### src/verilog/ctrl_pkg.sv
package ctrl_pkg;

  ////////////////////////////////////////
  // widths
  ////////////////////////////////////////

  // interrupt id from the interrupt controller
  parameter int unsigned IRQ_ID_W = 5;
  // exception / interrupt cause as seen by the CSR file
  parameter int unsigned CAUSE_W  = 6;

  // synchronous exception cause codes
  parameter logic [CAUSE_W-1:0] EXC_CAUSE_ILLEGAL_INSN = 6'h02;
  parameter logic [CAUSE_W-1:0] EXC_CAUSE_BREAKPOINT   = 6'h03;
  parameter logic [CAUSE_W-1:0] EXC_CAUSE_ECALL_MMODE  = 6'h0b;

  ////////////////////////////////////////
  // enums
  ////////////////////////////////////////

  // main controller states
  typedef enum logic [3:0] {
    RESET,
    BOOT_SET,
    WAIT_SLEEP,
    SLEEP,
    FIRST_FETCH,
    DECODE,
    FLUSH,
    IRQ_TAKEN
  } ctrl_state_e;

  // one-cycle order from the FSM to the trap unit
  typedef enum logic [2:0] {
    ACT_NONE,
    ACT_BOOT,
    ACT_JUMP,
    ACT_TRAP,
    ACT_IRQ
  } ctrl_action_e;

  // PC mux select in the fetch stage
  typedef enum logic [2:0] {
    PC_BOOT      = 3'b000,
    PC_JUMP      = 3'b010,
    PC_EXCEPTION = 3'b100,
    PC_ERET      = 3'b101
  } pc_sel_e;

  // exception vector select, 2'b10 is left free for a load fault
  typedef enum logic [1:0] {
    EXC_PC_ILLINSN = 2'b00,
    EXC_PC_ECALL   = 2'b01,
    EXC_PC_IRQ     = 2'b11
  } exc_pc_e;

  ////////////////////////////////////////
  // structs
  ////////////////////////////////////////

  // decoded instruction class, one flag per class
  typedef struct packed {
    logic is_jump;
    logic is_branch_taken;
    logic is_ecall;
    logic is_illegal;
    logic is_mret;
    logic is_ebreak;
    logic is_flush;
    logic multicycle;
  } ctrl_insn_t;

  // stall events from the pipeline
  typedef struct packed {
    logic jump_stall;
    logic branch_stall;
    logic load_stall;
  } perf_events_t;

  // request to the prefetcher
  typedef struct packed {
    logic               set;
    pc_sel_e            sel;
    exc_pc_e            exc_sel;
    logic [CAUSE_W-1:0] exc_cause;
  } pc_req_t;

  // request to the CSR file
  typedef struct packed {
    logic               save_if;
    logic               save_id;
    logic               save_cause;
    logic               restore_mret;
    logic [CAUSE_W-1:0] cause;
  } csr_req_t;

endpackage

### src/verilog/ctrl_fsm.sv
`timescale 1ns/1ps

module ctrl_fsm (
  input  logic                 clk,
  input  logic                 rst_n,

  // core enable and decoded instruction
  input  logic                 fetch_enable_i,
  input  logic                 insn_valid_i,
  input  ctrl_pkg::ctrl_insn_t insn_i,

  // interrupt request and M-mode enable
  input  logic                 irq_req_i,
  input  logic                 m_ie_i,

  // handshake and pipeline control
  output logic                 insn_ready_o,
  output logic                 busy_o,
  output logic                 instr_req_o,
  output logic                 halt_if_o,

  // orders to the trap unit and the counters
  output ctrl_pkg::ctrl_action_e action_o,
  output logic                 capture_o,
  output logic                 irq_capture_o,
  output logic                 jump_fire_o
);

  import ctrl_pkg::*;

  ctrl_state_e state_q;
  ctrl_state_e state_d;

  // instruction needs a flush cycle
  logic trap_class;
  // instruction redirects the PC right away
  logic jump_class;
  // enabled interrupt waiting
  logic irq_pending;
  // valid instruction that must finish before an interrupt
  logic irq_blocked;

  ////////////////////////////////////////
  // instruction classification
  ////////////////////////////////////////

  // csr status is folded into is_flush by the decoder
  assign trap_class  = insn_i.is_ecall | insn_i.is_illegal | insn_i.is_mret |
                       insn_i.is_ebreak | insn_i.is_flush;
  assign jump_class  = insn_i.is_jump | insn_i.is_branch_taken;
  assign irq_pending = irq_req_i & m_ie_i;

  // a plain valid instruction does not block the interrupt,
  // it stays in ID (not consumed) and is decoded after IRQ_TAKEN
  assign irq_blocked = insn_valid_i & (trap_class | jump_class | insn_i.multicycle);

  ////////////////////////////////////////
  // next state and outputs
  ////////////////////////////////////////

  always_comb begin
    // defaults: running core, nothing ordered
    state_d       = state_q;
    action_o      = ACT_NONE;
    busy_o        = 1'b1;
    instr_req_o   = 1'b1;
    halt_if_o     = 1'b0;
    insn_ready_o  = 1'b0;
    capture_o     = 1'b0;
    irq_capture_o = 1'b0;
    jump_fire_o   = 1'b0;

    unique case (state_q)
      // wait for fetch enable after reset
      RESET: begin
        busy_o      = 1'b0;
        instr_req_o = 1'b0;
        if (fetch_enable_i) begin
          state_d = BOOT_SET;
        end
      end

      // load the boot address into the fetch PC
      BOOT_SET: begin
        action_o = ACT_BOOT;
        state_d  = FIRST_FETCH;
      end

      // one cycle of halted fetch before sleep
      WAIT_SLEEP: begin
        busy_o      = 1'b0;
        instr_req_o = 1'b0;
        halt_if_o   = 1'b1;
        state_d     = SLEEP;
      end

      // pipeline is empty here, wake on enable or any irq
      SLEEP: begin
        busy_o      = 1'b0;
        instr_req_o = 1'b0;
        halt_if_o   = 1'b1;
        if (fetch_enable_i || irq_req_i) begin
          state_d = FIRST_FETCH;
        end
      end

      FIRST_FETCH: begin
        state_d = DECODE;
        // nothing is in flight yet, so an irq can go at once
        if (irq_pending) begin
          halt_if_o     = 1'b1;
          irq_capture_o = 1'b1;
          state_d       = IRQ_TAKEN;
        end
      end

      DECODE: begin
        if (irq_pending && !irq_blocked) begin
          // take the irq, hold the instruction back
          halt_if_o     = 1'b1;
          irq_capture_o = 1'b1;
          state_d       = IRQ_TAKEN;
        end else begin
          insn_ready_o = 1'b1;
          if (insn_valid_i) begin
            jump_fire_o = insn_i.is_jump;
            // jumps and branches redirect in the same cycle
            if (jump_class) begin
              action_o = ACT_JUMP;
            end else if (trap_class) begin
              capture_o = 1'b1;
              halt_if_o = 1'b1;
              state_d   = FLUSH;
            end
          end
        end
      end

      // flush cycle, the trap unit resolves the stored class
      FLUSH: begin
        action_o  = ACT_TRAP;
        halt_if_o = ~fetch_enable_i;
        if (fetch_enable_i) begin
          state_d = DECODE;
        end else begin
          state_d = WAIT_SLEEP;
        end
      end

      // jump to the irq vector and save the cause
      IRQ_TAKEN: begin
        action_o = ACT_IRQ;
        state_d  = DECODE;
      end

      default: begin
        instr_req_o = 1'b0;
        state_d     = RESET;
      end
    endcase
  end

  ////////////////////////////////////////
  // state register
  ////////////////////////////////////////

  always_ff @(posedge clk or negedge rst_n) begin
    if (!rst_n) begin
      state_q <= RESET;
    end else begin
      state_q <= state_d;
    end
  end

endmodule

### src/verilog/trap_cause_gen.sv
`timescale 1ns/1ps

module trap_cause_gen (
  input  logic                          clk,
  input  logic                          rst_n,

  // order from the FSM
  input  ctrl_pkg::ctrl_action_e        action_i,

  // instruction class, stored on capture
  input  logic                          capture_i,
  input  ctrl_pkg::ctrl_insn_t          insn_i,

  // interrupt id, stored on irq capture
  input  logic                          irq_capture_i,
  input  logic [ctrl_pkg::IRQ_ID_W-1:0] irq_id_i,

  // requests to the prefetcher and the CSR file
  output ctrl_pkg::pc_req_t             pc_req_o,
  output ctrl_pkg::csr_req_t            csr_req_o
);

  import ctrl_pkg::*;

  // class of the instruction now in the flush cycle
  ctrl_insn_t          insn_q;
  // id of the interrupt being taken
  logic [IRQ_ID_W-1:0] irq_id_q;

  ////////////////////////////////////////
  // capture registers
  ////////////////////////////////////////

  always_ff @(posedge clk or negedge rst_n) begin
    if (!rst_n) begin
      insn_q <= '0;
    end else if (capture_i) begin
      insn_q <= insn_i;
    end
  end

  // read only in IRQ_TAKEN, one cycle after the capture
  always_ff @(posedge clk) begin
    if (irq_capture_i) begin
      irq_id_q <= irq_id_i;
    end
  end

  ////////////////////////////////////////
  // request decode
  ////////////////////////////////////////

  always_comb begin
    // idle value is all zero
    pc_req_o  = '0;
    csr_req_o = '0;

    unique case (action_i)
      ACT_BOOT: begin
        pc_req_o.set = 1'b1;
        pc_req_o.sel = PC_BOOT;
      end

      ACT_JUMP: begin
        pc_req_o.set = 1'b1;
        pc_req_o.sel = PC_JUMP;
      end

      ACT_IRQ: begin
        pc_req_o.set        = 1'b1;
        pc_req_o.sel        = PC_EXCEPTION;
        pc_req_o.exc_sel    = EXC_PC_IRQ;
        pc_req_o.exc_cause  = {1'b0, irq_id_q};
        // msb of the CSR cause marks an interrupt
        csr_req_o.cause      = {1'b1, irq_id_q};
        csr_req_o.save_if    = 1'b1;
        csr_req_o.save_cause = 1'b1;
      end

      ACT_TRAP: begin
        // priority ecall > illegal > mret > ebreak > flush
        if (insn_q.is_ecall) begin
          pc_req_o.set         = 1'b1;
          pc_req_o.sel         = PC_EXCEPTION;
          pc_req_o.exc_sel     = EXC_PC_ECALL;
          pc_req_o.exc_cause   = EXC_CAUSE_ECALL_MMODE;
          csr_req_o.cause      = EXC_CAUSE_ECALL_MMODE;
          csr_req_o.save_id    = 1'b1;
          csr_req_o.save_cause = 1'b1;
        end else if (insn_q.is_illegal) begin
          pc_req_o.set         = 1'b1;
          pc_req_o.sel         = PC_EXCEPTION;
          pc_req_o.exc_sel     = EXC_PC_ILLINSN;
          pc_req_o.exc_cause   = EXC_CAUSE_ILLEGAL_INSN;
          csr_req_o.cause      = EXC_CAUSE_ILLEGAL_INSN;
          csr_req_o.save_id    = 1'b1;
          csr_req_o.save_cause = 1'b1;
        end else if (insn_q.is_mret) begin
          pc_req_o.set           = 1'b1;
          pc_req_o.sel           = PC_ERET;
          csr_req_o.restore_mret = 1'b1;
        end else if (insn_q.is_ebreak) begin
          // cause only, no redirect without a debug unit
          pc_req_o.exc_cause = EXC_CAUSE_BREAKPOINT;
        end
        // a plain pipe flush orders nothing
      end

      default: begin
      end
    endcase
  end

endmodule

### src/verilog/perf_counter.sv
`timescale 1ns/1ps

module perf_counter #(
  parameter int unsigned PERF_CNT_W = 16
) (
  input  logic                   clk,
  input  logic                   rst_n,

  // events, one per cycle each
  input  logic                   jump_fire_i,
  input  ctrl_pkg::perf_events_t events_i,
  input  logic                   clear_i,

  // counter values
  output logic [PERF_CNT_W-1:0]  jump_cnt_o,
  output logic [PERF_CNT_W-1:0]  jr_stall_cnt_o,
  output logic [PERF_CNT_W-1:0]  br_stall_cnt_o,
  output logic [PERF_CNT_W-1:0]  ld_stall_cnt_o
);

  localparam int unsigned N_CNT = 4;

  // index 3 jump, 2 jump stall, 1 branch stall, 0 load stall
  logic [N_CNT-1:0]      event_vec;
  logic [PERF_CNT_W-1:0] cnt_q [N_CNT];

  assign event_vec = {jump_fire_i, events_i.jump_stall, events_i.branch_stall,
                      events_i.load_stall};

  ////////////////////////////////////////
  // saturating counters
  ////////////////////////////////////////

  always_ff @(posedge clk or negedge rst_n) begin
    if (!rst_n) begin
      for (int i = 0; i < N_CNT; i++) begin
        cnt_q[i] <= '0;
      end
    end else if (clear_i) begin
      // clear beats a same-cycle event
      for (int i = 0; i < N_CNT; i++) begin
        cnt_q[i] <= '0;
      end
    end else begin
      for (int i = 0; i < N_CNT; i++) begin
        // hold at all ones
        if (event_vec[i] && (cnt_q[i] != '1)) begin
          cnt_q[i] <= cnt_q[i] + 1'b1;
        end
      end
    end
  end

  assign jump_cnt_o     = cnt_q[3];
  assign jr_stall_cnt_o = cnt_q[2];
  assign br_stall_cnt_o = cnt_q[1];
  assign ld_stall_cnt_o = cnt_q[0];

endmodule

### src/verilog/ctrl_top.sv
`timescale 1ns/1ps

module ctrl_top #(
  parameter int unsigned PERF_CNT_W = 16
) (
  input  logic                          clk,
  input  logic                          rst_n,

  // core enable and instruction handshake
  input  logic                          fetch_enable_i,
  input  logic                          insn_valid_i,
  input  ctrl_pkg::ctrl_insn_t          insn_i,

  // interrupt controller and CSR enable
  input  logic                          irq_req_i,
  input  logic [ctrl_pkg::IRQ_ID_W-1:0] irq_id_i,
  input  logic                          m_ie_i,

  // performance events
  input  ctrl_pkg::perf_events_t        perf_events_i,
  input  logic                          perf_clear_i,

  // pipeline control
  output logic                          insn_ready_o,
  output logic                          busy_o,
  output logic                          instr_req_o,
  output logic                          halt_if_o,
  output logic                          irq_ack_o,

  // PC and CSR requests
  output ctrl_pkg::pc_req_t             pc_req_o,
  output ctrl_pkg::csr_req_t            csr_req_o,

  // counter values
  output logic [PERF_CNT_W-1:0]         jump_cnt_o,
  output logic [PERF_CNT_W-1:0]         jr_stall_cnt_o,
  output logic [PERF_CNT_W-1:0]         br_stall_cnt_o,
  output logic [PERF_CNT_W-1:0]         ld_stall_cnt_o
);

  import ctrl_pkg::*;

  // FSM to trap unit
  ctrl_action_e action;
  logic         capture;
  logic         irq_capture;
  // FSM to counters
  logic         jump_fire;

  ////////////////////////////////////////
  // main FSM
  ////////////////////////////////////////

  ctrl_fsm u_ctrl_fsm (
    .clk            (clk),
    .rst_n          (rst_n),
    .fetch_enable_i (fetch_enable_i),
    .insn_valid_i   (insn_valid_i),
    .insn_i         (insn_i),
    .irq_req_i      (irq_req_i),
    .m_ie_i         (m_ie_i),
    .insn_ready_o   (insn_ready_o),
    .busy_o         (busy_o),
    .instr_req_o    (instr_req_o),
    .halt_if_o      (halt_if_o),
    .action_o       (action),
    .capture_o      (capture),
    .irq_capture_o  (irq_capture),
    .jump_fire_o    (jump_fire)
  );

  ////////////////////////////////////////
  // trap and cause unit
  ////////////////////////////////////////

  trap_cause_gen u_trap_cause_gen (
    .clk           (clk),
    .rst_n         (rst_n),
    .action_i      (action),
    .capture_i     (capture),
    .insn_i        (insn_i),
    .irq_capture_i (irq_capture),
    .irq_id_i      (irq_id_i),
    .pc_req_o      (pc_req_o),
    .csr_req_o     (csr_req_o)
  );

  // save_if is raised only in the IRQ_TAKEN cycle
  assign irq_ack_o = csr_req_o.save_if;

  ////////////////////////////////////////
  // performance counters
  ////////////////////////////////////////

  perf_counter #(
    .PERF_CNT_W (PERF_CNT_W)
  ) u_perf_counter (
    .clk            (clk),
    .rst_n          (rst_n),
    .jump_fire_i    (jump_fire),
    .events_i       (perf_events_i),
    .clear_i        (perf_clear_i),
    .jump_cnt_o     (jump_cnt_o),
    .jr_stall_cnt_o (jr_stall_cnt_o),
    .br_stall_cnt_o (br_stall_cnt_o),
    .ld_stall_cnt_o (ld_stall_cnt_o)
  );

endmodule

### config.mk
export PLATFORM = sky130hd
export DESIGN_NAME = ctrl_top
export DESIGN_NICKNAME = d
export VERILOG_FILES = /design/src/verilog/ctrl_pkg.sv /design/src/verilog/ctrl_fsm.sv /design/src/verilog/trap_cause_gen.sv /design/src/verilog/perf_counter.sv /design/src/verilog/ctrl_top.sv
export SDC_FILE = /design/constraint.sdc
export NUM_CORES = 1
export LEC_CHECK = 0
export ABC_AREA = 1
export BUFFER_PORTS_ARGS = -buffer_cell sky130_fd_sc_hd__buf_2
export CAP_MARGIN = 20
export CORE_ASPECT_RATIO = 0.6
export CORE_MARGIN = 8
export CORE_UTILIZATION = 31
export CTS_CLUSTER_SIZE = 30
export DETAILED_ROUTE_END_ITERATION = 12
export PLACE_DENSITY = 0.55
export SLEW_MARGIN = 25
export SYNTH_ARGS = -nofsm -noshare
export SYNTH_HDL_FRONTEND = slang
export SYNTH_HIERARCHICAL = 1
export SYNTH_SLANG_ARGS = --single-unit
### constraint.sdc
create_clock -name clk -period 3.2 [get_ports clk]
set_clock_uncertainty 0.2 [all_clocks]
set_input_delay 0.16 -clock clk [delete_from_list [all_inputs] [get_ports clk]]
set_output_delay 0.16 -clock clk [all_outputs]
set_load 0.03 [all_outputs]
==> reports/metrics.yaml <==
die_w_um: 178.3
min_path_type: "in2reg"
status: "completed"
grtUsageTotal_pct: 14.30
antenna_found_initial: 0
finalSetupTns_ns: 0
fp.dieH_um: 113.4
peakVddDrop_v: 0.0002541
postSynthAreaPerCell_um2: 6.882
regToRegSetupSlack_ns: 0.95
first_pass_iters: 6
required_ns: 2.84
layout_common_cells: "nand2_1, buf_2, nor2_1"
drc: 0
hold_violations: 0
yosysSeqAreaShare_pct: 39.33
muxShareOfSynthArea_pct: 0.2298
slew_headroom_pct: 49.67
path_max_fanout: 8
crit_family: "simple AND/OR/NAND/NOR gates"
crit_type: "reg2out"
grt.overflow.total: 0
crit_path_cell_trace: "nand2_1, nor2_1, inv_1, o21ai_0, nand2_1, nor2_4, nand2_1, nand3_1, buf_2"
synth_edf_count: 5
synth_top_family_by_area: "simple AND/OR/NAND/NOR gates"
viasPerCell: 4.608
min_period_ns: 2.487
async_reset_ff_share_pct: 93.42
fmax_mhz: 402.1
cp_slowest_cell: "dfrtp_1"
synthToLayoutAreaGrowth_pct: 23.77
drtIter0Drc: 348
cts_max_path_buffers: 2
synthTopCellsByArea: "dfrtp_1, nand2_1, nor2_1"
rsz0062_at_grt: "no"
cts_buffers: 9
synth_compound_area_share_pct: 4.316
place.gp.congestion: 0.8218
hold-worst-slack_ns: 0.1113
diodes: 0
syn-num-nets: 739
post_cts_buffers: 0
layout.nets: 858
finish.utilization_pct: 39.34
ioPinCount: 114
path_clk_slew_ns: 0.06
slew_viol_final: 0
synth_largest_area_cell: "dfrtp_1"
netlist_area_um2: 4900
worst_pin_slew_ns: 0.7522
start_util_pct: 31.79
period_share_pct: 77.71
root_buffer: "clkbuf_16"
rows: 35
wl_mm: 14.03
synth-xor-area-share_pct: 3.039
yosysTopAreaCellShare_pct: 36.26
ant_nets: 0
cts_tree: "yes"
power_density_nw_per_um2: 507.3
layout_commonest_cell: "nand2_1"
cpPeakStageDelay_ns: 0.48
clkPwrFrac_pct: 35.3
syn_inst: 712
arrival_ns: 2.13
worstSkewPairLatency_ns: 0.33
switching_power_uw: 1126
pwr-share-seq_pct: 35.9
ys.flop_type: "dfrtp_1"
synthAdderAreaFrac_pct: 1.021
pwr-share-comb_pct: 28.9
routedWlPerCell_um: 13.50
intPower_uw: 1951
htree_levels: 3
start_kind: "flip-flop"
grt_pass1_wl_mm: 23.82
drive_gt1_share_pct: 19.98
n_fill_cell: 1649
port_buffers: 112
ys_ff_latch: 76
p_leak_uw: 0.003266
cp.buffers_inverters: 2
cap_violations: 0
grt_pass1_vias: 4533
finalSetupViolCount: 0
cpMostUsedCell: "nand2_1"
end_kind: "output port"
swShare_pct: 36.60
cts.sinks: 76
hpwl_mm: 10.39
fp.dieArea_um2: 20220
yosys_warnings: 6
core_area_um2: 15410
vias: 4788
synth-simple-area-share_pct: 44.10
synth_cell_types: 37
grt_max_degree: 72
==> state kept, by name (all words and copies together) (netlist names) <==
signal,flops
u_trap_cause_gen/insn_q,4
u_perf_counter/jump_cnt_o,16
u_perf_counter/br_stall_cnt_o,16
u_perf_counter/jr_stall_cnt_o,16
u_ctrl_fsm/state_q,3
u_trap_cause_gen/irq_id_q,5
u_perf_counter/ld_stall_cnt_o,16
==> worst reg2reg max path, cell delays in order, from the launching register on <==
cell and delay [ns]:
dfrtp_1 0.43, inv_2 0.13, nand3_2 0.14, nor2_1 0.23, inv_1 0.12, nor2_1 0.61
nand4_1 0.22, nand2_1 0.12
==> power groups by stage <==
stage	registers (µW)	clock network, µW	logic [µW]
4_1_cts	1100	1120	895
6_report	1100	1080	888
3_5_place_dp	1120	0	881
3_3_place_gp	1120	0	882
2_1_floorplan	1120	0	644
5_1_grt	1110	1160	977
==> layer usage <==
metal / track usage [%] / part of all wire [%] / wire length, µm
met1: 21.99 / 54 / 7567
met2: 19.91 / 40 / 5581
met3: 3.332 / 5.7 / 806
met4: 2.414 / 0.53 / 74
met5: 0 / 0 / 0
==> metrics by stage <==
step / total power [µW] / instance area, µm² / setup slack (ns) / instances
finish: 3077 / 6065 / 0.7133 / 1039
global placement: 2004 / 5605 / 0.9754 / 1010
CTS: 3123 / 6061 / 0.6939 / 1039
floorplan: 1769 / 4900 / 1.003 / 712
detailed placement: 2003 / 5605 / 1.003 / 1010
global route: 3251 / 6065 / 0.4682 / 1039
==> worst paths after layout <==
path / from / end / cells past startpoint
max: u_ctrl_fsm/state_q[2]$_DFFE_PN0P_ / pc_req_o[11] / 9
min in group asynchronous: rst_n / u_perf_counter/jump_cnt_o[1]$_DFFE_PN0P_ / 2
min: perf_events_i[1] / u_perf_counter/br_stall_cnt_o[14]$_DFFE_PN0P_ / 5
max in group asynchronous: rst_n / u_perf_counter/jr_stall_cnt_o[2]$_DFFE_PN0P_ / 2
max reg2reg: u_ctrl_fsm/state_q[1]$_DFFE_PN0P_ / u_perf_counter/jump_cnt_o[9]$_DFFE_PN0P_ / 7
min reg2reg: u_perf_counter/br_stall_cnt_o[1]$_DFFE_PN0P_ / u_perf_counter/br_stall_cnt_o[1]$_DFFE_PN0P_ / 2
==> logic make-up (layout without fill, tap and decap cells) <==
family,after synthesis,in the layout
compound gates,32,32
xor+xnor,17,17
fa+ha+maj,4,4
buf+inv,88,212
flops,76,76
mux,1,1
other cells,1,1
simple gates,493,493
==> Yosys cell counts, drive strengths merged (5+ instances only) <==
| master | count |
|---|---|
| or2 | 7 |
| edfxtp | 5 |
| nand4 | 34 |
| inv | 68 |
| xor2 | 15 |
| o21ai | 11 |
| o21bai | 7 |
| buf | 13 |
| a21oi | 9 |
| nand2 | 282 |
| dfrtp | 71 |
| nor3 | 8 |
| nand3 | 57 |
| clkbuf | 6 |
| nor2 | 101 |
==> repair_timing <==
item | CTS | global route
gates resized for setup | 0 | 0
endpoints found under the hold margin | 82 | 0
hold buffers | 13 | 0
==> final cells by class <==
cell class	instances	area (µm²)	share of cell area, %
Sequential cell	76	1927	31.77
Multi-Input combinational cell	548	2586	42.64
Timing Repair Buffer	127	711.9	11.74
Inverter	69	260.3	4.291
Clock buffer	13	302.8	4.993
Tap cell	203	254.0	4.188
Clock inverter	3	22.52	0.3714
No activity file was read; power rests on OpenSTA's default activity.
